==> config.mk <==
export PLATFORM = sky130hd
export DESIGN_NAME = rx_sample_latch
export DESIGN_NICKNAME = d
export VERILOG_FILES = /design/src/hdl/rx_pkg.sv /design/src/hdl/rx_sample_latch.sv
export VERILOG_INCLUDE_DIRS = /design/src /design/src/hdl
export SDC_FILE = /design/constraint.sdc
export NUM_CORES = 1
export LEC_CHECK = 0
export ABC_AREA = 1
export ABC_CLOCK_PERIOD_IN_PS = 2300
export BUFFER_PORTS_ARGS = -buffer_cell sky130_fd_sc_hd__buf_2
export CAP_MARGIN = 10
export CELL_PAD_IN_SITES_DETAIL_PLACEMENT = 1
export CELL_PAD_IN_SITES_GLOBAL_PLACEMENT = 1
export CORE_ASPECT_RATIO = 0.7
export CORE_UTILIZATION = 41
export DETAILED_ROUTE_END_ITERATION = 10
export GPL_ROUTABILITY_DRIVEN = 1
export PLACE_DENSITY_LB_ADDON = 0.1
export SYNTH_ARGS = -nofsm -noshare
export SYNTH_HDL_FRONTEND = slang
export SYNTH_SLANG_ARGS = --single-unit
==> constraint.sdc <==
create_clock -name adc_clk -period 2.3 [get_ports adc_clk]
set_input_delay 0.345 -clock adc_clk [delete_from_list [all_inputs] [get_ports adc_clk]]
set_output_delay 0.345 -clock adc_clk [all_outputs]
set_load 0.01 [all_outputs]
==> src/hdl/rx_settings.svh <==
// receiver channel count, sample buffer depth and address width, sample word width
`ifndef RX_SETTINGS_SVH
`define RX_SETTINGS_SVH

//////////////////////////////////////////////////
// channel side

`define RX_CHANS	4		// receiver channels packed per sample group
`define RX_WORD_W	16		// one i, q or iq3 word, also one buffer word

//////////////////////////////////////////////////
// shared sample buffer

`define RXBUF_DEPTH	2048	// words, pointers wrap at this size
`define RXBUF_AW	11		// log2 of RXBUF_DEPTH

// a block of nsamps groups takes nsamps*RX_CHANS*3 + 4 words,
// so several blocks fit before the writer laps the reader

`endif

==> src/hdl/rx_pkg.sv <==
// rx_pkg: buffer word, timestamp, address, channel, count types and the sequencer enums
`include "rx_settings.svh"

package rx_pkg;

	typedef logic [`RX_WORD_W-1:0]	sample_word_t;	// one buffer word
	typedef logic [47:0]			ticks_t;		// adc_clk tick timestamp
	typedef logic [`RXBUF_AW-1:0]	buf_addr_t;		// read or write pointer
	typedef logic [1:0]				chan_t;			// receiver channel index
	typedef logic [7:0]				nsamps_t;		// sample groups per block
	typedef logic [15:0]			buf_ctr_t;		// completed blocks

	// which word goes into the buffer next
	typedef enum logic [2:0] {WS_I, WS_Q, WS_IQ3, WS_T0, WS_T1, WS_T2, WS_CTR} word_sel_t;

	// packing sequencer
	typedef enum logic [2:0] {ST_IDLE, ST_CHAN, ST_GAP, ST_TICKS, ST_CTR} seq_state_t;

endpackage

==> src/hdl/rx_sample_latch.sv <==
// rx_sample_latch: captures i, q and iq3 of every channel and registers the selected word
`timescale 1ns/1ps
`include "rx_settings.svh"

module rx_sample_latch (
	input  logic							adc_clk,
	input  logic							rx_avail_i,		// new sample group
	input  logic [`RX_CHANS*`RX_WORD_W-1:0]	rx_i_i,
	input  logic [`RX_CHANS*`RX_WORD_W-1:0]	rx_q_i,
	input  logic [`RX_CHANS*`RX_WORD_W-1:0]	rx_iq3_i,
	input  rx_pkg::chan_t					chan_i,
	input  rx_pkg::word_sel_t				word_sel_i,
	output rx_pkg::sample_word_t			word_o
);
	import rx_pkg::*;

	// snapshot of all channels, held while the sequencer walks them
	logic [`RX_CHANS*`RX_WORD_W-1:0] cap_i, cap_q, cap_iq3;

	always_ff @(posedge adc_clk)
	begin
		if (rx_avail_i)
		begin
			cap_i   <= rx_i_i;
			cap_q   <= rx_q_i;
			cap_iq3 <= rx_iq3_i;
		end
	end

	// output trails the select by one clock
	always_ff @(posedge adc_clk)
	begin
		case (word_sel_i)
			WS_I:    word_o <= cap_i[chan_i*`RX_WORD_W +: `RX_WORD_W];
			WS_Q:    word_o <= cap_q[chan_i*`RX_WORD_W +: `RX_WORD_W];
			WS_IQ3:  word_o <= cap_iq3[chan_i*`RX_WORD_W +: `RX_WORD_W];
			default: word_o <= word_o;		// trailer words come from the word source
		endcase
	end

endmodule

# Yosys cells after proc, flatten, opt, wreduce, memory -nomap -nowiden
# Index checks and enable logic that the tools add are counted.
# word_totals
reg_bits	208
in_bits	199
word_cells	12
# classes
eq_ne	2
n_shift	3
muxes	1
reduce_logical	2
# ops
operator	count
64-bit by 7-bit variable part select with 16-bit output	3
16-bit case mux with 3 select lines	1
3-bit by 1-bit == test with 1-bit output (second input constant)	1
3-bit by 2-bit == test with 1-bit output (second input constant)	1
3-bit logical NOT	1
3-bit nonzero test	1

# Depth between registers and ports, before layout
# depth
word_depth	2
ltp_mapped	11
mapped_depth_nobuf	8

# Worst setup path after synthesis
# Ideal clock, no wire load.
# synth_timing
path_kind	input to register
startpoint	input word_sel_i[1]
endpoint	register word_o[0] (enable)
cell_stages	3
t_arrival_ns	1.541
path_slack_ns	0.364
required_ns	1.906
n_path_buf	2
setup_ns	0.394
path_cell_list	buf_2 > buf_1 > a21oi_1
# synth_via
elab_chain_len	2
# synth_rtl
element	line	rtl
start: declaration	rx_sample_latch.sv:12	input rx_pkg::word_sel_t word_sel_i,
3-bit by 2-bit == test with 1-bit output (tied with other cells)	rx_sample_latch.sv:33	case (word_sel_i)
3-bit nonzero test (no line) (*)	--	
end signal: assignment	rx_sample_latch.sv:34	WS_I: word_o <= cap_i[chan_i*`RX_WORD_W +: `RX_WORD_W];
end signal: assignment	rx_sample_latch.sv:35	WS_Q: word_o <= cap_q[chan_i*`RX_WORD_W +: `RX_WORD_W];
end signal: assignment	rx_sample_latch.sv:36	WS_IQ3: word_o <= cap_iq3[chan_i*`RX_WORD_W +: `RX_WORD_W];
end: declaration	rx_sample_latch.sv:13	output rx_pkg::sample_word_t word_o
# Mark *: on every way between the ends. The rest lies on a longest branch, timed or not.
# A chain may end at the register's enable or synchronous reset.

# Worst setup path after layout
# layout_timing
startpoint	input word_sel_i[2]
endpoint	register word_o[0] (data pin)
# layout_via
elab_chain_len	2
# layout_rtl
element	line
3-bit by 2-bit == test with 1-bit output (tied with other cells)	rx_sample_latch.sv:33
16-bit case mux with 3 select lines (*)	rx_sample_latch.sv:33
# Marks and branches as above.

==> metrics <==
RSZ-0062 raised after global routing false; I/O Buffers 214; Sw Share 0.2317; CTS Buf Count 22; most frequent cells in the layout buf_2 (213), edfxtp_1 (208), nand2_1 (180), nand3_1 (129), nor2_1 (86); Yosys Warn Count 0; drt drc 0; Max stage delay cell, worst path inv_2; Starting Density 0.4209; CP peak stage delay 0.67 ns; number of global-route vias before repair 6680; P per Cell Area 784.9 nW/um^2; Placed Area 9779 um^2; Comb power frac 0.098; Reg2Reg Setup Slack 0.98 ns; Synth Net Count 913; Critical Path AT 2.06 ns; H-Tree Depth 1; LEAKAGE 0.004884 uW; worst slew pin tran 0.9271 ns; peak supply drop 430.3 uV; Worst setup EP type register; # fillers 2183; Final Util 0.5612; register bit count reported by yosys 208; main area contributors after synthesis edfxtp_1 (75%), nand2_1 (8.1%), nand3_1 (7.7%), nor2_1 (3.9%), inv_1 (2.9%); Clock Skew 0.006622 ns; clk sink count 208; min Tclk post-route 1.683 ns; Tcrit/Tclk final 0.7317; Setup Crit Path Kind in -> reg; DRT iter0 DRCs 553; Total GRT Usage 0.2472; Setup crit start kind primary input; Routed WL per cell 19.95 um; Req. time, crit path 2.68 ns; Psw 2032 uW; min-delay worst type in -> reg; Post-Route WL 25.68 mm; Syn Area/Cell 11.74 um^2; Syn Inst Count 714; Clk pwr share 0.375; via count 6341; core area 19910 um^2; commonest non-fill, non-tap cell in the layout buf_2; post-synthesis cell type with the largest combined area edfxtp_1; I/O pin count 215; final instance area 11170 um^2; slew margin rel. 0.3810; Die H 121.6 um; max-cap viol count 0; via/cell ratio 4.927; Final nets 1202; max-slew violation count 0; layout cells sized above 1 0.2559; largest net degree at the start of global routing 59; Power Internal 6736 uW; die width 172.9 um; register clock-pin slew on the reported worst setup and hold paths 0.06 ns; die area 21020 um^2; Seq pwr share 0.527; Worst path most repeated cell nand2_1; Overflow after GRT 0; crit-path cells buf_2, inv_1, nand3_2, nand2_1, inv_2, nand2_1, nand2_1, nand3_1, nand2_1; DRT Pass-1 Iters 5; post-synthesis cell type count 15; routability cong. 0.8194; final hold vios 0; first-pass GRT wire length 38.34 mm; CP Buf/Inv Count 3; antenna viol nets, final 0; Final setup violation count 0; sequential area share after synthesis 0.7454; DP HPWL 17.01 mm; CTS tree yes; P&R area growth vs syn 33.31%; Hold Worst Slack 0.01183 ns; outcome finished clean; clk root buf clkbuf_16; # rows 43; setup_tns 0 ns; Worst-Skew Late Latency 0.51 ns; delay-heaviest family, CP buffers and inverters; initial antenna violation count 1; synthesized cell area 8379 um^2; CP max FO 49; Synth top area share 0.7454; Achievable Freq 0.5942 GHz; CTS Buffer Depth 3
-- per-stage QoR --
| stage | total power (uW) | instances | setup slack (ns) |
|---|---|---|---|
| floorplan | 4979 | 714 | 0.3643 |
| global placement | 5430 | 1175 | 0.1138 |
| detailed placement | 5462 | 1175 | 0.07927 |
| CTS | 8849 | 1283 | 0.6153 |
| global route | 9075 | 1286 | 0.4165 |
| finish | 8768 | 1287 | 0.6172 |
-- path summary, 6_finish.rpt --
path / startpoint / to / depth (start not counted)
min: rx_q_i[20] / cap_q[20] / 1
max reg2reg: cap_iq3[22] / word_o[6] / 6
max: word_sel_i[2] / word_o[0] / 9
min reg2reg: cap_i[0] / word_o[0] / 4
-- cell families (layout without fill, tap and decap cells) --
family	count (synthesis)	in the layout	share of synthesized area
compound gates	4	4	0.002389
buf+inv	103	405	0.05167
flops	208	208	0.7454
other cells	0	1	0
simple gates	399	399	0.2005
-- timing repair --
item,4_1_cts,5_1_grt
hold buffers,71,3
gates resized for setup,0,0
buffers inserted,0,0
hold endpoints to repair,71,3
-- area by class of cell --
cell class | instances | area [um^2] | share of cell area
Timing Repair Buffer | 301 | 1978 | 0.1771
Inverter | 67 | 251.5 | 0.02251
Multi-Input combinational cell | 403 | 1707 | 0.1528
Clock buffer | 26 | 565.5 | 0.05063
Tap cell | 270 | 337.8 | 0.03024
Clock inverter | 11 | 82.58 | 0.007392
Sequential cell | 208 | 6246 | 0.5591
Antenna cell | 1 | 2.502 | 0.0002240
-- synthesized netlist by cell type --
library cell	number
nor2_4	1
clkbuf_1	5
inv_1	65
nand3_1	129
buf_6	1
buf_1	9
inv_2	2
buf_2	16
nand2_4	1
nor2_1	87
a21oi_1	4
edfxtp_1	208
nand2_1	180
nand3_2	1
buf_4	5
-- metal layers --
| layer | vias up | track usage | wire length [um] |
|---|---|---|---|
| met5 | - | 0 | 0 |
| met4 | 0 | 0.05365 | 457 |
| met3 | 34 | 0.05087 | 1777 |
| met2 | 246 | 0.4128 | 12230 |
| met1 | 3074 | 0.3362 | 11210 |
| li1 | 2987 | - | - |
-- power by group through the flow --
stage          logic (uW)  registers (uW)  clock network (uW)
2_1_floorplan         314            4670                   0
3_3_place_gp          741            4690                   0
3_5_place_dp          767            4690                   0
4_1_cts               864            4620                3370
5_1_grt               949            4640                3480
6_report              863            4620                3290
-- flip-flops by register name (all words and copies together) (netlist names) --
register,cells
cap_i,64
cap_iq3,64
cap_q,64
word_o,16
No activity file was read; power rests on OpenSTA's default activity.
