<file path="src/hdl/rx_settings.svh">
// receiver channel count, sample buffer depth and address width, sample word width
`ifndef RX_SETTINGS_SVH
`define RX_SETTINGS_SVH

//////////////////////////////////////////////////
// channel side

`define RX_CHANS	4		// receiver channels packed per sample group
`define RX_WORD_W	16		// one i, q or iq3 word, also one buffer word

//////////////////////////////////////////////////
// shared sample buffer

`define RXBUF_DEPTH	2048	// words, pointers wrap at this size
`define RXBUF_AW	11		// log2 of RXBUF_DEPTH

// a block of nsamps groups takes nsamps*RX_CHANS*3 + 4 words,
// so several blocks fit before the writer laps the reader

`endif

</file>
<file path="src/hdl/rx_pkg.sv">
// rx_pkg: buffer word, timestamp, address, channel, count types and the sequencer enums
`include "rx_settings.svh"

package rx_pkg;

	typedef logic [`RX_WORD_W-1:0]	sample_word_t;	// one buffer word
	typedef logic [47:0]			ticks_t;		// adc_clk tick timestamp
	typedef logic [`RXBUF_AW-1:0]	buf_addr_t;		// read or write pointer
	typedef logic [1:0]				chan_t;			// receiver channel index
	typedef logic [7:0]				nsamps_t;		// sample groups per block
	typedef logic [15:0]			buf_ctr_t;		// completed blocks

	// which word goes into the buffer next
	typedef enum logic [2:0] {WS_I, WS_Q, WS_IQ3, WS_T0, WS_T1, WS_T2, WS_CTR} word_sel_t;

	// packing sequencer
	typedef enum logic [2:0] {ST_IDLE, ST_CHAN, ST_GAP, ST_TICKS, ST_CTR} seq_state_t;

endpackage

</file>
<file path="src/hdl/rx_word_source.sv">
// rx_word_source: tick latch, completed-block counter and buffer write data mux
`timescale 1ns/1ps

module rx_word_source (
	input  logic					adc_clk,
	input  logic					reset_bufs_A,
	input  logic					rx_avail_i,
	input  rx_pkg::ticks_t			ticks_i,
	input  rx_pkg::word_sel_t		word_sel_i,
	input  rx_pkg::sample_word_t	chan_word_i,	// from the sample latch
	input  logic					blk_done_i,
	output rx_pkg::sample_word_t	din_o,
	output rx_pkg::buf_ctr_t		buf_ctr_o
);
	import rx_pkg::*;

	ticks_t		ticks_q;	// timestamp of the latest group
	word_sel_t	sel_d;		// select delayed to match the latch

	always_ff @(posedge adc_clk)
	begin
		if (rx_avail_i)
			ticks_q <= ticks_i;
		sel_d <= word_sel_i;
	end

	// counter word is written before this increments
	always_ff @(posedge adc_clk)
	begin
		if (reset_bufs_A)
			buf_ctr_o <= '0;
		else if (blk_done_i)
			buf_ctr_o <= buf_ctr_o + 16'd1;
	end

	always_comb
	begin
		case (sel_d)
			WS_T0:   din_o = ticks_q[15:0];		// low word first
			WS_T1:   din_o = ticks_q[31:16];
			WS_T2:   din_o = ticks_q[47:32];
			WS_CTR:  din_o = sample_word_t'(buf_ctr_o);
			default: din_o = chan_word_i;
		endcase
	end

endmodule

</file>
<file path="config.mk">
export PLATFORM = sky130hd
export DESIGN_NAME = rx_word_source
export DESIGN_NICKNAME = d
export VERILOG_FILES = /design/src/hdl/rx_pkg.sv /design/src/hdl/rx_word_source.sv
export VERILOG_INCLUDE_DIRS = /design/src /design/src/hdl
export SDC_FILE = /design/constraint.sdc
export NUM_CORES = 1
export LEC_CHECK = 0
export ABC_AREA = 1
export BUFFER_PORTS_ARGS = -buffer_cell sky130_fd_sc_hd__buf_2
export CORE_ASPECT_RATIO = 1.2
export CORE_MARGIN = 2
export CORE_UTILIZATION = 53
export DETAILED_ROUTE_END_ITERATION = 12
export GPL_ROUTABILITY_DRIVEN = 0
export GPL_TIMING_DRIVEN = 1
export PLACE_DENSITY = 0.87
export SYNTH_ARGS = -nofsm -noshare
export SYNTH_HDL_FRONTEND = slang
export SYNTH_SLANG_ARGS = --single-unit
</file>
<file path="constraint.sdc">
create_clock -name adc_clk -period 2.5 [get_ports adc_clk]
set_input_delay 0.25 -clock adc_clk [delete_from_list [all_inputs] [get_ports adc_clk]]
set_output_delay 0.25 -clock adc_clk [all_outputs]
set_load 0.1 [all_outputs]
</file>
# --- After elaboration in Yosys (flattened, before gate mapping) ---
# Cells that the tools add are included.
op_classes:
  add_sub_neg: 1
  n_eq_ne: 4
  n_mux: 1
op_table:
  columns: ["operator", "n"]
  rows:
  - ["16-bit one-hot mux with 4 select lines", 1]
  - ["16-bit by 1-bit adder with 16-bit output, second input constant", 1]
  - ["3-bit equality test, second input constant", 3]
  - ["3-bit by 2-bit equality test with 1-bit output, second input constant", 1]
word_totals:
  reg_bits: 67
  inputBits: 71
  out_inout_bits: 32
  wordCells: 9

# --- Depth between registers and ports, before layout ---
depth:
  depth_word: 2
  ltp_mapped: 8
  mapped_depth_nobuf: 8

# --- Worst setup path after synthesis ---
# Ideal clock, no wire load.
synth_path:
  path_type: "register to output"
  startpoint: "register buf_ctr_o[5]"
  endpoint: "output din_o[5]"
  arrival_time_ns: 1.997
  t_required_ns: 2.250
  path_slack_ns: 0.253
  stages_incl_launch_ff: 5
  n_path_buf: 0
  cell_sequence: "dfxtp_1 inv_1 o21ai_0 nor2_1 nand2_1"
synth_via:
  elab_chain_len: 1
synth_rtl:
  columns: ["element", "line_no", "text"]
  rows:
  - ["from (decl)", "rx_word_source.sv:13", "output rx_pkg::buf_ctr_t buf_ctr_o"]
  - ["from (signal assigned)", "rx_word_source.sv:33", "buf_ctr_o <= buf_ctr_o + 16'd1;"]
  - ["16-bit one-hot mux with 4 select lines", "rx_word_source.sv:38", "case (sel_d)"]
  - ["to (decl)", "rx_word_source.sv:12", "output rx_pkg::sample_word_t din_o,"]
# Every way passes these cells.

# --- Final worst setup path ---
layout_path:
  startpoint: "register sel_d[1]"
  endpoint: "output din_o[14]"
layout_via:
  elab_chain_len: 2
  word_cells_on_any_way: 5
  cone_classes: "eq/ne: 4; mux: 1"
layout_rtl:
  columns: ["element", "line_no", "text"]
  rows:
  - ["from (decl)", "rx_word_source.sv:18", "word_sel_t sel_d;"]
  - ["from (signal assigned)", "rx_word_source.sv:24", "sel_d <= word_sel_i;"]
  - ["3-bit equality test / 3-bit by 2-bit equality test with 1-bit output (equally long branches)", "rx_word_source.sv:38", null]
  - ["16-bit one-hot mux with 4 select lines *", "rx_word_source.sv:38", null]
# Mark *: on every way between the ends. The rest lies on a longest branch, timed or not.

==> results.md <==
* Status: completed
* Drc violations at 0
* PostCTS Resize Cnt at 0
* Fraction of layout cells with a size suffix above 1 at a little under a third
* Number of distinct library cell variants in the gate-level netlist after synthesis at 24
* Overall power after layout at 2.95 mW
* Proportion of netlist area held by the largest area contributor at 48.8%
* Required time worst endpoint at 2.25 ns
* Count of TritonRoute iterations in the first routing pass at 5
* Root buf cell: sky130_fd_sc_hd__clkbuf_8
* Hold bufs inserted after CTS at 0
* Vertical die dimension at between 80 and 90 um
* Detailed Route WL at approximately 7.5 mm
* Maximum clock frequency at between 400 and 500 MHz
* Pin count of the biggest net entering global routing at 30
* Met3 Track Usage GR at under 10%
* Worst R2R End: buf_ctr_o[12]
* Async set-reset flop share out of synthesis at 0%
* Hold Violations, Final at 0
* Starting density of the core at between 50% and 60%
* First DRT Iteration DRCs at roughly 270
* Total number of vias at between 2000 and 3000
* Reg2reg start: buf_ctr_o[1]
* Accumulated negative setup slack at 0 ns
* H-tree depth reported by CTS at 3
* Final HPWL from detailed placement at 5.47 mm
* Number of antenna-violating nets in the routed design at 0
* # clock sinks at 67
* Final worst path period share at a little over 90%
* Die Area at approximately 6200 um2
* Count of final max-slew check failures at 0
* Reg-to-reg setup timing slack at roughly 1.0 ns
* Antenna violations before repair at 0
* Maximum fanout count along the critical path at 17
* TritonCTS clock tree: built
* I/O pin total at 103
* Top FF cell, synth: sky130_fd_sc_hd__edfxtp_1
* Average size of a mapped cell at a little over 9 um2
* Setup repair after global routing missed its margin: no
* Core area at approximately 5300 um2
* Cell type with the largest total area after synthesis: sky130_fd_sc_hd__edfxtp_1
* Worst setup skew after layout at about 0.0052 ns
* Global-route congestion overflow total at 0
* Layout Nets at 508
* Max rail drop VDD at 554 uV
* Number of warnings issued by yosys at 0
* Count of endpoints failing setup in the final report at 0
* Row count at 29
* Routed vias/inst at between 5 and 6
* Capturing element type of the critical path: primary output
* Vias in the first global route at 2472
* Gate count after technology mapping at roughly 320
* Fraction of met2 tracks used by global routing at 45.3%
* Area contributors post-synth: sky130_fd_sc_hd__edfxtp_1, sky130_fd_sc_hd__nand2_1, sky130_fd_sc_hd__dfxtp_1, sky130_fd_sc_hd__nand3_1, sky130_fd_sc_hd__nor2_1
* Busiest layer in global routing: met2
* Net count after synthesis at approximately 390
* Ant. Diodes at 0
* Tot GR Track Use at 25.6%
* Register bit total from synthesis at 67
* R2r worst-path depth at 7
* Number of synthesized flops with an enable pin at 48
* Total CTS buffers at 9
* Number of cells on the worst hold path at 1
* Worst-case clock buffer depth at 2
* Cell Pwr Density at 732 nW/um2
* Critical path class: reg2out
* Post-synthesis sequential area ratio at 61.6%
* Crit path time final at roughly 2.3 ns
* Combined area of all synthesized cells at between 2000 and 3000 um2
* Leading post-synthesis cells by instance count: sky130_fd_sc_hd__nand2_1, sky130_fd_sc_hd__edfxtp_1, sky130_fd_sc_hd__nor2_1
* P&R area growth vs syn at 36.5%
* Data arrival at the endpoint of the critical path at 2.09 ns
* Number of filler instances in the final layout at approximately 340
* Later-pin clock latency in the skew report at between 0.3 and 0.4 ns
* Chip Width at 72.2 um
* Count leader, synth: sky130_fd_sc_hd__nand2_1
* Final routed wire length divided by cell count at 14.9 um
* Static Leak at between 1.5 and 2 nW
* Wire length of the first global-routing pass at ~12 mm
* Hold Startpoint: word_sel_i[0]
* Critical Path Source Type: register
* Reg clk slew, reported paths at ~0.070 ns
* Worst hold path endpoint: sel_d[0]
* Least-Margin Pin Slew at around 0.6 ns
* Number of max-capacitance violations reported at 0
* Worst Hold Class: in2reg
* Global Route met1 Usage at ~30%
* Port bufs at ~100
* Worst relative slew slack at between 60% and 70%
-- power breakdown --
group	switching [mW]	internal (mW)	leakage (nW)
clock network	0.407	0.660	0.119
logic	0.395	0.198	1.11
registers	0.0274	1.26	0.624
total	0.829	2.12	1.85
-- worst max-delay path by stage --
stage / slack (ns) / to / startpoint / depth (start not counted)
after floorplan: 0.25 / din_o[5] / buf_ctr_o[5] / 4
after global placement: 0.43 / din_o[12] / sel_d[2] / 7
after detailed placement: 0.30 / din_o[5] / sel_d[2] / 7
after CTS: 0.05 / din_o[5] / sel_d[2] / 7
after global routing: 0.01 / din_o[9] / sel_d[1] / 8
final: 0.16 / din_o[14] / sel_d[1] / 8
-- cell usage in the layout, fill, tap and decap left out, drive strengths merged, types with 2 or more instances in the layout --
cell,synthesis,routed
buf,8,111
bufinv,0,3
nor2,41,42
a21oi,9,9
nor3,7,7
clkbuf,1,9
edfxtp,48,48
dfxtp,19,19
nand2,115,115
nand4,2,2
o21ai,13,13
nand3,34,34
inv,22,22
clkinv,0,3
-- flip-flops by register name, indices dropped and copies added, names as in the netlist --
| register | count |
|---|---|
| ticks_q | 48 |
| sel_d | 3 |
| buf_ctr_o | 16 |
-- through the flow --
step           util, %  hold WS [ns]  instance area, um2  cells  worst slack [ns]
6_report          75.7        0.0273                4040    503             0.163
5_1_grt           75.7        0.0107                4040    503            0.0121
3_5_place_dp      70.6         0.376                3770    483             0.304
4_1_cts           75.2        0.0131                4010    500            0.0498
3_3_place_gp      70.6         0.374                3770    483             0.435
2_1_floorplan        -         0.278                2960    322             0.253
-- routing by layer --
| layer | part of all wire [%] | vias to the layer above | routed length [um] |
|---|---|---|---|
| met3 | 6.4 | 23 | 478 |
| met2 | 55 | 143 | 4110 |
| met1 | 36 | 1246 | 2720 |
| met4 | 2.6 | 0 | 194 |
| li1 | - | 1296 | - |
| met5 | 0 | - | 0 |
-- worst max-delay path: stages (launching register included) --
cell                      delay, ns
sky130_fd_sc_hd__dfxtp_1       0.46
sky130_fd_sc_hd__inv_4         0.15
sky130_fd_sc_hd__nor3_4        0.35
sky130_fd_sc_hd__buf_4         0.26
sky130_fd_sc_hd__nand2_1       0.06
sky130_fd_sc_hd__o21ai_0       0.08
sky130_fd_sc_hd__nor2_1        0.09
sky130_fd_sc_hd__nand2_1       0.11
sky130_fd_sc_hd__buf_12        0.18
-- timing repair --
action | CTS | global route
pin swaps | 1 | 3
buffers inserted | 0 | 3
endpoints found under the setup margin | 9 | 6
gates cloned | 1 | 0
-- logic make-up after synthesis --
logic type                 after synthesis  synth area share, %
and+or+nand+nor                        199                 28.6
DFF                                     67                 61.6
AOI/OAI and AO/OA                       23                 3.98
buffers and inverters                   31                 5.04
xor gates and xnor gates                 1                0.296
adders and majority gates                1                0.423
-- cell type report --
class / instances / area [um2] / share of cell area (%)
inverters: 22 / 85.1 / 2.11
flip-flops and latches: 67 / 1820 / 45.1
multi-input cells: 225 / 992 / 24.6
well taps: 62 / 77.6 / 1.92
clock buffers: 9 / 124 / 3.07
clock inverters: 7 / 116 / 2.88
repair buffers: 111 / 818 / 20.3
Note: power is estimated with default switching activity, not from simulation.
