--- src/hdl/rx_settings.svh ---
// receiver channel count, sample buffer depth and address width, sample word width
`ifndef RX_SETTINGS_SVH
`define RX_SETTINGS_SVH

//////////////////////////////////////////////////
// channel side

`define RX_CHANS	4		// receiver channels packed per sample group
`define RX_WORD_W	16		// one i, q or iq3 word, also one buffer word

//////////////////////////////////////////////////
// shared sample buffer

`define RXBUF_DEPTH	2048	// words, pointers wrap at this size
`define RXBUF_AW	11		// log2 of RXBUF_DEPTH

// a block of nsamps groups takes nsamps*RX_CHANS*3 + 4 words,
// so several blocks fit before the writer laps the reader

`endif

--- src/hdl/rx_pkg.sv ---
// rx_pkg: buffer word, timestamp, address, channel, count types and the sequencer enums
`include "rx_settings.svh"

package rx_pkg;

	typedef logic [`RX_WORD_W-1:0]	sample_word_t;	// one buffer word
	typedef logic [47:0]			ticks_t;		// adc_clk tick timestamp
	typedef logic [`RXBUF_AW-1:0]	buf_addr_t;		// read or write pointer
	typedef logic [1:0]				chan_t;			// receiver channel index
	typedef logic [7:0]				nsamps_t;		// sample groups per block
	typedef logic [15:0]			buf_ctr_t;		// completed blocks

	// which word goes into the buffer next
	typedef enum logic [2:0] {WS_I, WS_Q, WS_IQ3, WS_T0, WS_T1, WS_T2, WS_CTR} word_sel_t;

	// packing sequencer
	typedef enum logic [2:0] {ST_IDLE, ST_CHAN, ST_GAP, ST_TICKS, ST_CTR} seq_state_t;

endpackage

--- src/hdl/rx_host_port.sv ---
// rx_host_port: read pointer, read pulse and word output, service request flags
`timescale 1ns/1ps

module rx_host_port (
	input  logic					adc_clk,
	input  logic					reset_bufs_A,
	input  logic					get_samp_i,		// host takes one word
	input  rx_pkg::sample_word_t	dout_i,
	input  logic					blk_done_i,
	input  logic					srq_query_i,
	output rx_pkg::buf_addr_t		raddr_o,
	output logic					rx_rd_o,
	output rx_pkg::sample_word_t	rx_dout_o,
	output logic					srq_o
);
	import rx_pkg::*;

	logic srq_noted;	// block finished since last query

	// buffer sees the old pointer on the get clock, word arrives next clock
	always_ff @(posedge adc_clk)
	begin
		if (reset_bufs_A)
		begin
			raddr_o <= '0;
			rx_rd_o <= 1'b0;
		end
		else
		begin
			if (get_samp_i)
				raddr_o <= raddr_o + buf_addr_t'(1);
			rx_rd_o <= get_samp_i;
		end
	end

	assign rx_dout_o = dout_i;

	always_ff @(posedge adc_clk)
	begin
		if (reset_bufs_A)
		begin
			srq_noted <= 1'b0;
			srq_o     <= 1'b0;
		end
		else if (srq_query_i)
		begin
			srq_noted <= blk_done_i;	// a block ending now counts for the next query
			srq_o     <= srq_noted;
		end
		else
			srq_noted <= srq_noted | blk_done_i;
	end

endmodule

--- config.mk ---
export PLATFORM = sky130hd
export DESIGN_NAME = rx_host_port
export DESIGN_NICKNAME = d
export VERILOG_FILES = /design/src/hdl/rx_pkg.sv /design/src/hdl/rx_host_port.sv
export VERILOG_INCLUDE_DIRS = /design/src /design/src/hdl
export SDC_FILE = /design/constraint.sdc
export NUM_CORES = 1
export LEC_CHECK = 0
export ABC_AREA = 1
export BUFFER_PORTS_ARGS = -buffer_cell sky130_fd_sc_hd__buf_2
export CAP_MARGIN = 25
export CORE_MARGIN = 10
export CORE_UTILIZATION = 40
export DETAILED_ROUTE_END_ITERATION = 16
export PLACE_DENSITY = 0.88
export SLEW_MARGIN = 20
export SYNTH_ARGS = -nofsm -noshare
export SYNTH_HDL_FRONTEND = slang
export SYNTH_SLANG_ARGS = --single-unit
--- constraint.sdc ---
create_clock -name adc_clk -period 1.4 [get_ports adc_clk]
set_input_delay 0.14 -clock adc_clk [delete_from_list [all_inputs] [get_ports adc_clk]]
set_output_delay 0.14 -clock adc_clk [all_outputs]
set_load 0.01 [all_outputs]
; ---- Yosys cells after proc, flatten, opt, wreduce, memory -nomap -nowiden
; Index checks and enable logic that the tools add are counted.
; Widths: inputs -> output; s select.
[totals]
ff_bits = 14
in_bits = 21
output_inout_bits = 29
word_cells = 7
[op_classes]
addsub = 1
n_mux = 1
bitwise = 1
[ops]
columns = cell, count
row1 = $add 11x1->11 const B, 1
row2 = $mux 1, 1
row3 = $or 1x1->1, 1

; ---- Logic depth before layout (Yosys ltp)
; Gate-level depths: netlist of the first run.
[depth]
depth_word = 2
depth_mapped = 6
mapped_depth_nobuf = 6

; ---- Least setup slack after synthesis of the first run
; OpenSTA, ideal clock, no wires.
[synth_timing]
path_type = register -> register
startpoint = reg raddr_o[0]
endpoint = reg raddr_o[8]
setup_ns = 0.115
arrival_ns = 1.034
required_ns = 1.285
setup_slack_ns = 0.251
stages_incl_launch_ff = 7
path_buffers = 0
period_less_slack_ns = 1.149
path_cell_list = dfxtp_1 > ha_1 > nand2_1 > nor2_4 > nand3_1 > nand2_1 > nor2_1
[synth_between]
elab_chain_cells = 1
[synth_lines]
columns = item, line_no
row1 = start: declaration, rx_host_port.sv:11  ; output rx_pkg::buf_addr_t raddr_o,
row2 = start signal: assignment, rx_host_port.sv:31  ; raddr_o <= raddr_o + buf_addr_t'(1);
row3 = $add 11x1->11, rx_host_port.sv:31
; No other way between the ends.
; A chain may end at the register's enable or synchronous reset.

; ---- Worst setup path after layout of the first run
; Same ends and word-level chain as after synthesis.

==> results.md, run 1 <==
* Io pins at 50
* Fin area at around 740 um^2
* Share of cells above drive strength 1 at a little under a quarter
* Initial antenna violation count at 0
* Cell leakage power at around 0.35 nW
* Setup-failing EPs final at 0
* Starting density of the core at 42.4%
* CTS tree: yes
* Diodes inserted at 0
* Met1 Track Usage GR at under 10%
* Wire length per cell at roughly 12 um
* Mapped cell area at 732 um^2
* Pins Over Slew Limit at 0
* Vias in the first global route at 615
* Critical Path Slowest Stage Cell: dfxtp_1
* TritonRoute pass-1 iters at 4
* Delay of the slowest critical-path stage at roughly 0.40 ns
* Global-route wire length before repair at ~2500 um
* Insertion delay to the later sink of the worst-skew pair at around 0.27 ns
* Remaining global-route overflow at 0
* Die Area at between 3000 and 4000 um^2
* CP top delay family: simple AND/OR/NAND/NOR gates
* FF+latch count, synth at 14
* Largest net degree at the start of global routing at 12
* Post-route DRC at 0
* Max Root-Sink Buffers at 2
* Slew headroom at about four fifths
* DP Area at between 700 and 800 um^2
* 1st-iter DRT viols at 18
* Final ANT Viol Nets at 0
* Final Hold Slack at a little under 0.08 ns
* Root Buffer: clkbuf_4
* H-tree levels at 1
* Vias post-DR at 595
* Critical Path Sink Type: register
* M2 GR Usage at 12.4%
* Kind of critical path: register to register
* Finished Layout Cells at ~130
* # Post-CTS Setup Buffers at 0
* RD Place Congestion at slightly above 0.7
* Placed Cells at roughly 120
* CTS clock-pin slew for the worst setup and hold paths at roughly 0.08 ns
* RSZ-0062 raised after global routing: no
* Detailed Route WL at roughly 1500 um
* Post-CTS Resized at 0
* Peak VDD IR at roughly 0.54 mV
* Cell mode on critical path: nand2_1
* Post-Route Setup TNS at 0 ns
* Maxcap violations at 0
* P per Cell Area at roughly 930 nW/um^2
* Mean Syn Cell Area at between 7 and 8 um^2
* Achievable Freq at approximately 850 MHz
* Quantity of hold-fixing buffers added after cts at 0
* Die Y at roughly 63 um
* Vias per cell at 4.69
* Setup WS pre-CTS at between 0.2 and 0.25 ns
* Crit path cell chain: ha_1 > nand2_1 > nor2_4 > nand3_1 > nand2_1 > nor2_1
* Rows at 15
* Sequential share of the synthesized area at about two fifths
* Worst Max-Slew Pin Slew at 0.292 ns
* Final Hold Vio Count at 0
* Synth unique cells at 14
* Status: complete, no violations
* Synth Instances at 100
* CP arrival at around 1.4 ns
* Final min period at roughly 1.2 ns
* Skew final at 0.00284 ns
* Final worst slack at 0.223 ns
* WP buf/inv at 0
* Clock buffer count from CTS at 3
* Core box area at around 1700 um^2
* GR peak layer: met2
* Met3 usage at between 3 and 4%
* Tcrit/Tclk final at a little over four fifths
* Die W at between 60 and 70 um
* Yosys Warn Count at 0
* Layout area overhead at 0.855%
* HP Class: input pin to register
* Critical Path RT at around 1.6 ns
* Port bufs at 17
* Syn Nets at approximately 120
* Final HPWL DP at ~1200 um
* Critical path launch point type: register
* Sink Count at 14
* Peak fanout along the critical path at 6
* Nets at around 130
* Total GRT Usage at 7.85%
routing by layer:
metal	share of wire [%]	vias up
li1	-	307
met5	0	-
met3	8.0	6
met1	45	253
met4	2.6	0
met2	45	29
report_power, final:
part / switching, W / internal (W)
clock network: 0.000119 / 0.0000997
registers: 0.00000918 / 0.000409
logic: 0.0000319 / 0.0000208
total: 0.000160 / 0.000529
state kept, by name (all words and copies together), names as in the netlist:
name and count:
srq_o 1, raddr_o 11, rx_rd_o 1, srq_noted 1
cells in the mapped netlist:
master / count / area [um^2]
dfxtp_1: 14 / 280
nand3_1: 10 / 50.1
nor2_2: 1 / 6.26
nand2_1: 12 / 45.0
inv_1: 8 / 30.0
nand3_2: 1 / 10.0
buf_2: 1 / 5.00
nor3_1: 1 / 5.00
buf_4: 17 / 128
nor2_1: 18 / 67.6
nor2_4: 2 / 22.5
a21oi_1: 10 / 50.1
o21ai_0: 4 / 20.0
ha_1: 1 / 12.5
final timing paths:
kind | slack (ns) | cells after the start | startpoint | to
worst max register to register | 0.22 | 6 | raddr_o[0]$_SDFFE_PP0P_ | raddr_o[8]$_SDFFE_PP0P_
worst min-delay path | 0.08 | 2 | reset_bufs_A | srq_noted$_SDFF_PP0_
worst max-delay path | 0.22 | 6 | raddr_o[0]$_SDFFE_PP0P_ | raddr_o[8]$_SDFFE_PP0P_
worst min register to register | 0.50 | 2 | srq_noted$_SDFF_PP0_ | srq_o$_SDFFE_PP0P_
worst reg2reg max path, stage by stage (launching register included):
cell and delay [ns]:
dfxtp_1 0.40, ha_1 0.21, nand2_1 0.10, nor2_4 0.18
nand3_1 0.09, nand2_1 0.06, nor2_1 0.04
layout by cell type, fill, tap and decap left out, drive strengths merged:
cell type	synthesis	routed
o21ai	4	4
dfxtp	14	14
ha	1	1
a21oi	10	10
nand3	11	11
nor2	21	21
clkbuf	0	3
buf	18	17
nand2	12	12
nor3	1	1
inv	8	8
through the flow:
step                power [W]  util (%)
CTS                  0.000703      42.8
global route         0.000725      42.8
global placement     0.000478      41.4
finish               0.000689      42.8
floorplan            0.000508         -
detailed placement   0.000481      41.4
layout make-up:
| class | count | area [um^2] |
|---|---|---|
| Fill cell | 189 | 988 |
| Multi-Input combinational cell | 60 | 289 |
| Sequential cell | 14 | 280 |
| Timing Repair Buffer | 17 | 85.1 |
| Tap cell | 25 | 31.3 |
| Inverter | 8 | 30.0 |
| Clock buffer | 3 | 22.5 |
cells by family after synthesis:
family          share of synthesized area (%)
compound gates                           9.57
fa+ha+maj                                1.71
buf+inv                                  22.2
flops                                    38.3
simple gates                             28.2
No activity file was read; power rests on OpenSTA's default activity.
==> inputs of run 2 (changes only) <==
--- a/config.mk
+++ b/config.mk
@@ -6,13 +6,13 @@
 export SDC_FILE = /design/constraint.sdc
 export NUM_CORES = 1
 export LEC_CHECK = 0
-export ABC_AREA = 1
+export ABC_AREA = 0
 export BUFFER_PORTS_ARGS = -buffer_cell sky130_fd_sc_hd__buf_2
 export CAP_MARGIN = 25
 export CORE_MARGIN = 10
-export CORE_UTILIZATION = 40
+export CORE_UTILIZATION = 39
 export DETAILED_ROUTE_END_ITERATION = 16
-export PLACE_DENSITY = 0.88
+export PLACE_DENSITY = 0.87
 export SLEW_MARGIN = 20
 export SYNTH_ARGS = -nofsm -noshare
 export SYNTH_HDL_FRONTEND = slang
==> constraint.sdc (replaced) <==
create_clock -name adc_clk -period 1.2 [get_ports adc_clk]
set_input_delay 0.12 -clock adc_clk [delete_from_list [all_inputs] [get_ports adc_clk]]
set_output_delay 0.12 -clock adc_clk [all_outputs]
set_load 0.01 [all_outputs]
==> run 2 against run 1 <==
Via count down 3.2%. Register-to-register slack worse by 0.34 ns. Largest power group unchanged. Clock skew decreased by 0.0025 ns. Routed wire length increased by 5.9%. The run now ends with negative setup slack left. Clock-buffer cell count stayed put. Fmax down 10%. Final cell count decreased by 5.5%. Sequential share of layout area shrank 4.7 points. Die area down 0.53%. Critical path depth shrank 2.
==> results.md, run 2 <==
* Status: complete, but fails checks
* Failing checks: negative setup slack
* Layout fillers at 176 (-6.9%)
* FF+latch count, synth at 14 (unchanged)
* Critical Path RT at 1.42 ns (-0.16 ns)
* Mean Syn Cell Area at 8.96 um^2 (+22%)
* Critical Path Sink Type: register
* CP arrival at 1.54 ns (+0.19 ns)
* Main area contributors after synthesis: dfxtp_1 40%, buf_4 18%, nor2_1 4.8%
* Core box area at 1730 um^2 (unchanged)
* 1st-iter DRT viols at 4 (-14)
* Vias post-DR at 576 (-3.2%)
* Final worst slack at -0.114 ns (-0.337 ns)
* Top reg by flops: raddr_o
* TritonRoute pass-1 iters at 3 (-1)
* Pins Over Slew Limit at 0 (unchanged)
* Final core utilization at 51.4% (+8.7 points)
* Synth area leader: dfxtp_1
* Initial antenna violation count at 0 (unchanged)
* Syn Nets at 101 (-17%)
* Detailed Route WL at 1620 um (+5.9%)
* Final min period at 1.31 ns (+0.137 ns)
* RD Place Congestion at 0.715 (-1.7%)
* Root Buffer: clkbuf_4
* Slew headroom at 80.3% (-0.24 points)
* Die Area at 3920 um^2 (-0.53%)
* Nets at 118 (-6.3%)
* Worst Max-Slew Pin Slew at 0.296 ns (+0.00388 ns)
* DP Area at 807 um^2 (+13%)
* Yosys Warn Count at 0 (unchanged)
* Peak fanout along the critical path at 3 (-3)
* Sequential share of the synthesized area at 39.6% (+1.3 points)
* CTS clock-pin slew for the worst setup and hold paths at 0.08 ns (about the same)
* Rows at 15 (unchanged)
* Synth Instances at 79 (-21%)
* Vias per cell at 4.80 (+2.5%)
* Insertion delay to the later sink of the worst-skew pair at 0.28 ns (about the same)
* Commonest cells post-synth: 17 x buf_4, 14 x dfxtp_1, 9 x nor2_1, 5 x a21oi_1
* Setup-failing EPs final at 6 (+6)
* Critical path launch point type: register
* Mapped cell area at 708 um^2 (-3.2%)
* Final Hold Vio Count at 0 (unchanged)
* Tcrit/Tclk final at 110% (+25 points)
* Die Y at 62.6 um (-0.26%)
* Final ANT Viol Nets at 0 (unchanged)
* Io pins at 50 (unchanged)
* Largest net degree at the start of global routing at 17 (+5)
* Starting density of the core at 41.0% (-1.4 points)
* Port bufs at 17 (unchanged)
* H-tree levels at 1 (unchanged)
* Synth unique cells at 23 (+9)
* Cell leakage power at 0.399 nW (+13%)
* Synth top area share at 39.6% (+1.3 points)
* Most common cell after layout, fill and taps aside: buf_2
* Die W at 62.6 um (-0.26%)
* Wire length per cell at 13.5 um (+12%)
* Vias in the first global route at 573 (-6.8%)
* Peak VDD IR at 0.726 mV (+35%)
* Post-synth EDFFs at 0 (unchanged)
* Most common cell in the netlist: buf_4
* Final HPWL DP at 1190 um (-3.6%)
* HP Class: input pin to register
* Post-route DRC at 0 (unchanged)
* Final Hold Slack at 0.0383 ns (-0.0403 ns)
* RSZ-0062 raised after global routing: yes
* Share of cells above drive strength 1 at 51.6% (+28 points)
* Commonest non-fill, non-tap cells in the layout: 17 x buf_2, 13 x buf_4, 9 x nor2_1
* FFs w/ async S/R, synth at 0% (unchanged)
* Max Root-Sink Buffers at 2 (unchanged)
* Flip-flop count of the largest register after layout at 11 (unchanged)
* Skew final at 0.000365 ns (-0.00248 ns)
* Remaining global-route overflow at 0 (unchanged)
* Fin area at 888 um^2 (+20%)
* Achievable Freq at 761 MHz (-10%)
* Sink Count at 14 (unchanged)
* Total GRT Usage at 7.87% (+0.028 points)
* Global-route wire length before repair at 2500 um (-1.4%)
* P per Cell Area at 948 nW/um^2 (+1.6%)
* Top FF cell, synth: dfxtp_1
* Kind of critical path: register to register
* Layout area overhead at 25.4%
* Clock buffer count from CTS at 3 (unchanged)
* Diodes inserted at 0 (unchanged)
* Maxcap violations at 0 (unchanged)
* CTS tree: yes
==> run 2: per-layer routing <==
metal / wire (um) / vias to the layer above / GRT usage [%]
met5: 0 / - / 0
met4: 10 / 0 / 2.51
met3: 186 / 2 / 5.38
met2: 766 / 30 / 13.6
met1: 660 / 263 / 7.29
li1: - / 281 / -
==> run 2: cell families (layout without fill, tap and decap cells) <==
logic type | count (synthesis) | count (layout) | share of synthesized area (%)
AOI/OAI and AO/OA | 9 | 9 | 7.07
xor gates and xnor gates | 4 | 4 | 4.95
adders and majority gates | 1 | 1 | 1.77
buffers and inverters | 22 | 38 | 20.7
DFF | 14 | 14 | 39.6
muxes | 4 | 4 | 6.01
and+or+nand+nor | 25 | 25 | 20.0
==> run 2: cell type report <==
type                       instances  area [um^2]  share of cell area [%]
clock buffer                       3         22.5                    2.54
clock inverter                     1         3.75                   0.423
inverter                           4         15.0                    1.69
multi-input combinational         43          338                    38.0
sequential                        14          295                    33.2
tap                               25         31.3                    3.52
timing repair buffer              30          183                    20.6
==> run 2: where the power goes <==
part	switching, W	internal [W]	total (W)
Combinational	0.0000376	0.0000377	0.0000752
Sequential	0.0000145	0.000476	0.000490
Clock	0.000156	0.000121	0.000277
Total	0.000208	0.000634	0.000842
==> run 2: worst paths after layout <==
kind                                start                      end  slack, ns  depth (start not counted)
setup / recovery  raddr_o[6]$_SDFFE_PP0P_  raddr_o[8]$_SDFFE_PP0P_      -0.11                          4
hold reg to reg        srq_o$_SDFFE_PP0P_       srq_o$_SDFFE_PP0P_       0.50                          2
setup reg to reg  raddr_o[6]$_SDFFE_PP0P_  raddr_o[8]$_SDFFE_PP0P_      -0.11                          4
hold / removal                 blk_done_i     srq_noted$_SDFF_PP0_       0.04                          3
==> run 2: stage by stage <==
step	std cells	TNS [ns]	worst slack, ns	power (W)
final	120	-0.410	-0.114	0.000842
after detailed placement	114	-0.269	-0.107	0.000571
after global placement	114	-0.112	-0.0362	0.000568
after global routing	120	-0.843	-0.199	0.000881
after CTS	120	-0.269	-0.0708	0.000845
after floorplan	79	-0.104	-0.101	0.000595
==> run 2: what timing repair did <==
| action | CTS | global route |
|---|---|---|
| hold endpoints to repair | 0 | 0 |
| endpoints found under the setup margin | 7 | 7 |
| resized for setup | 3 | 7 |
| hold buffers | 0 | 0 |
| setup buffers | 2 | 0 |
| pin swaps | 6 | 4 |
==> run 2: worst max-delay path: stages, from the launching register on <==
cell,delay (ns)
dfxtp_1,0.33
nand4_1,0.24
buf_4,0.23
or3_1,0.33
a21oi_1,0.12
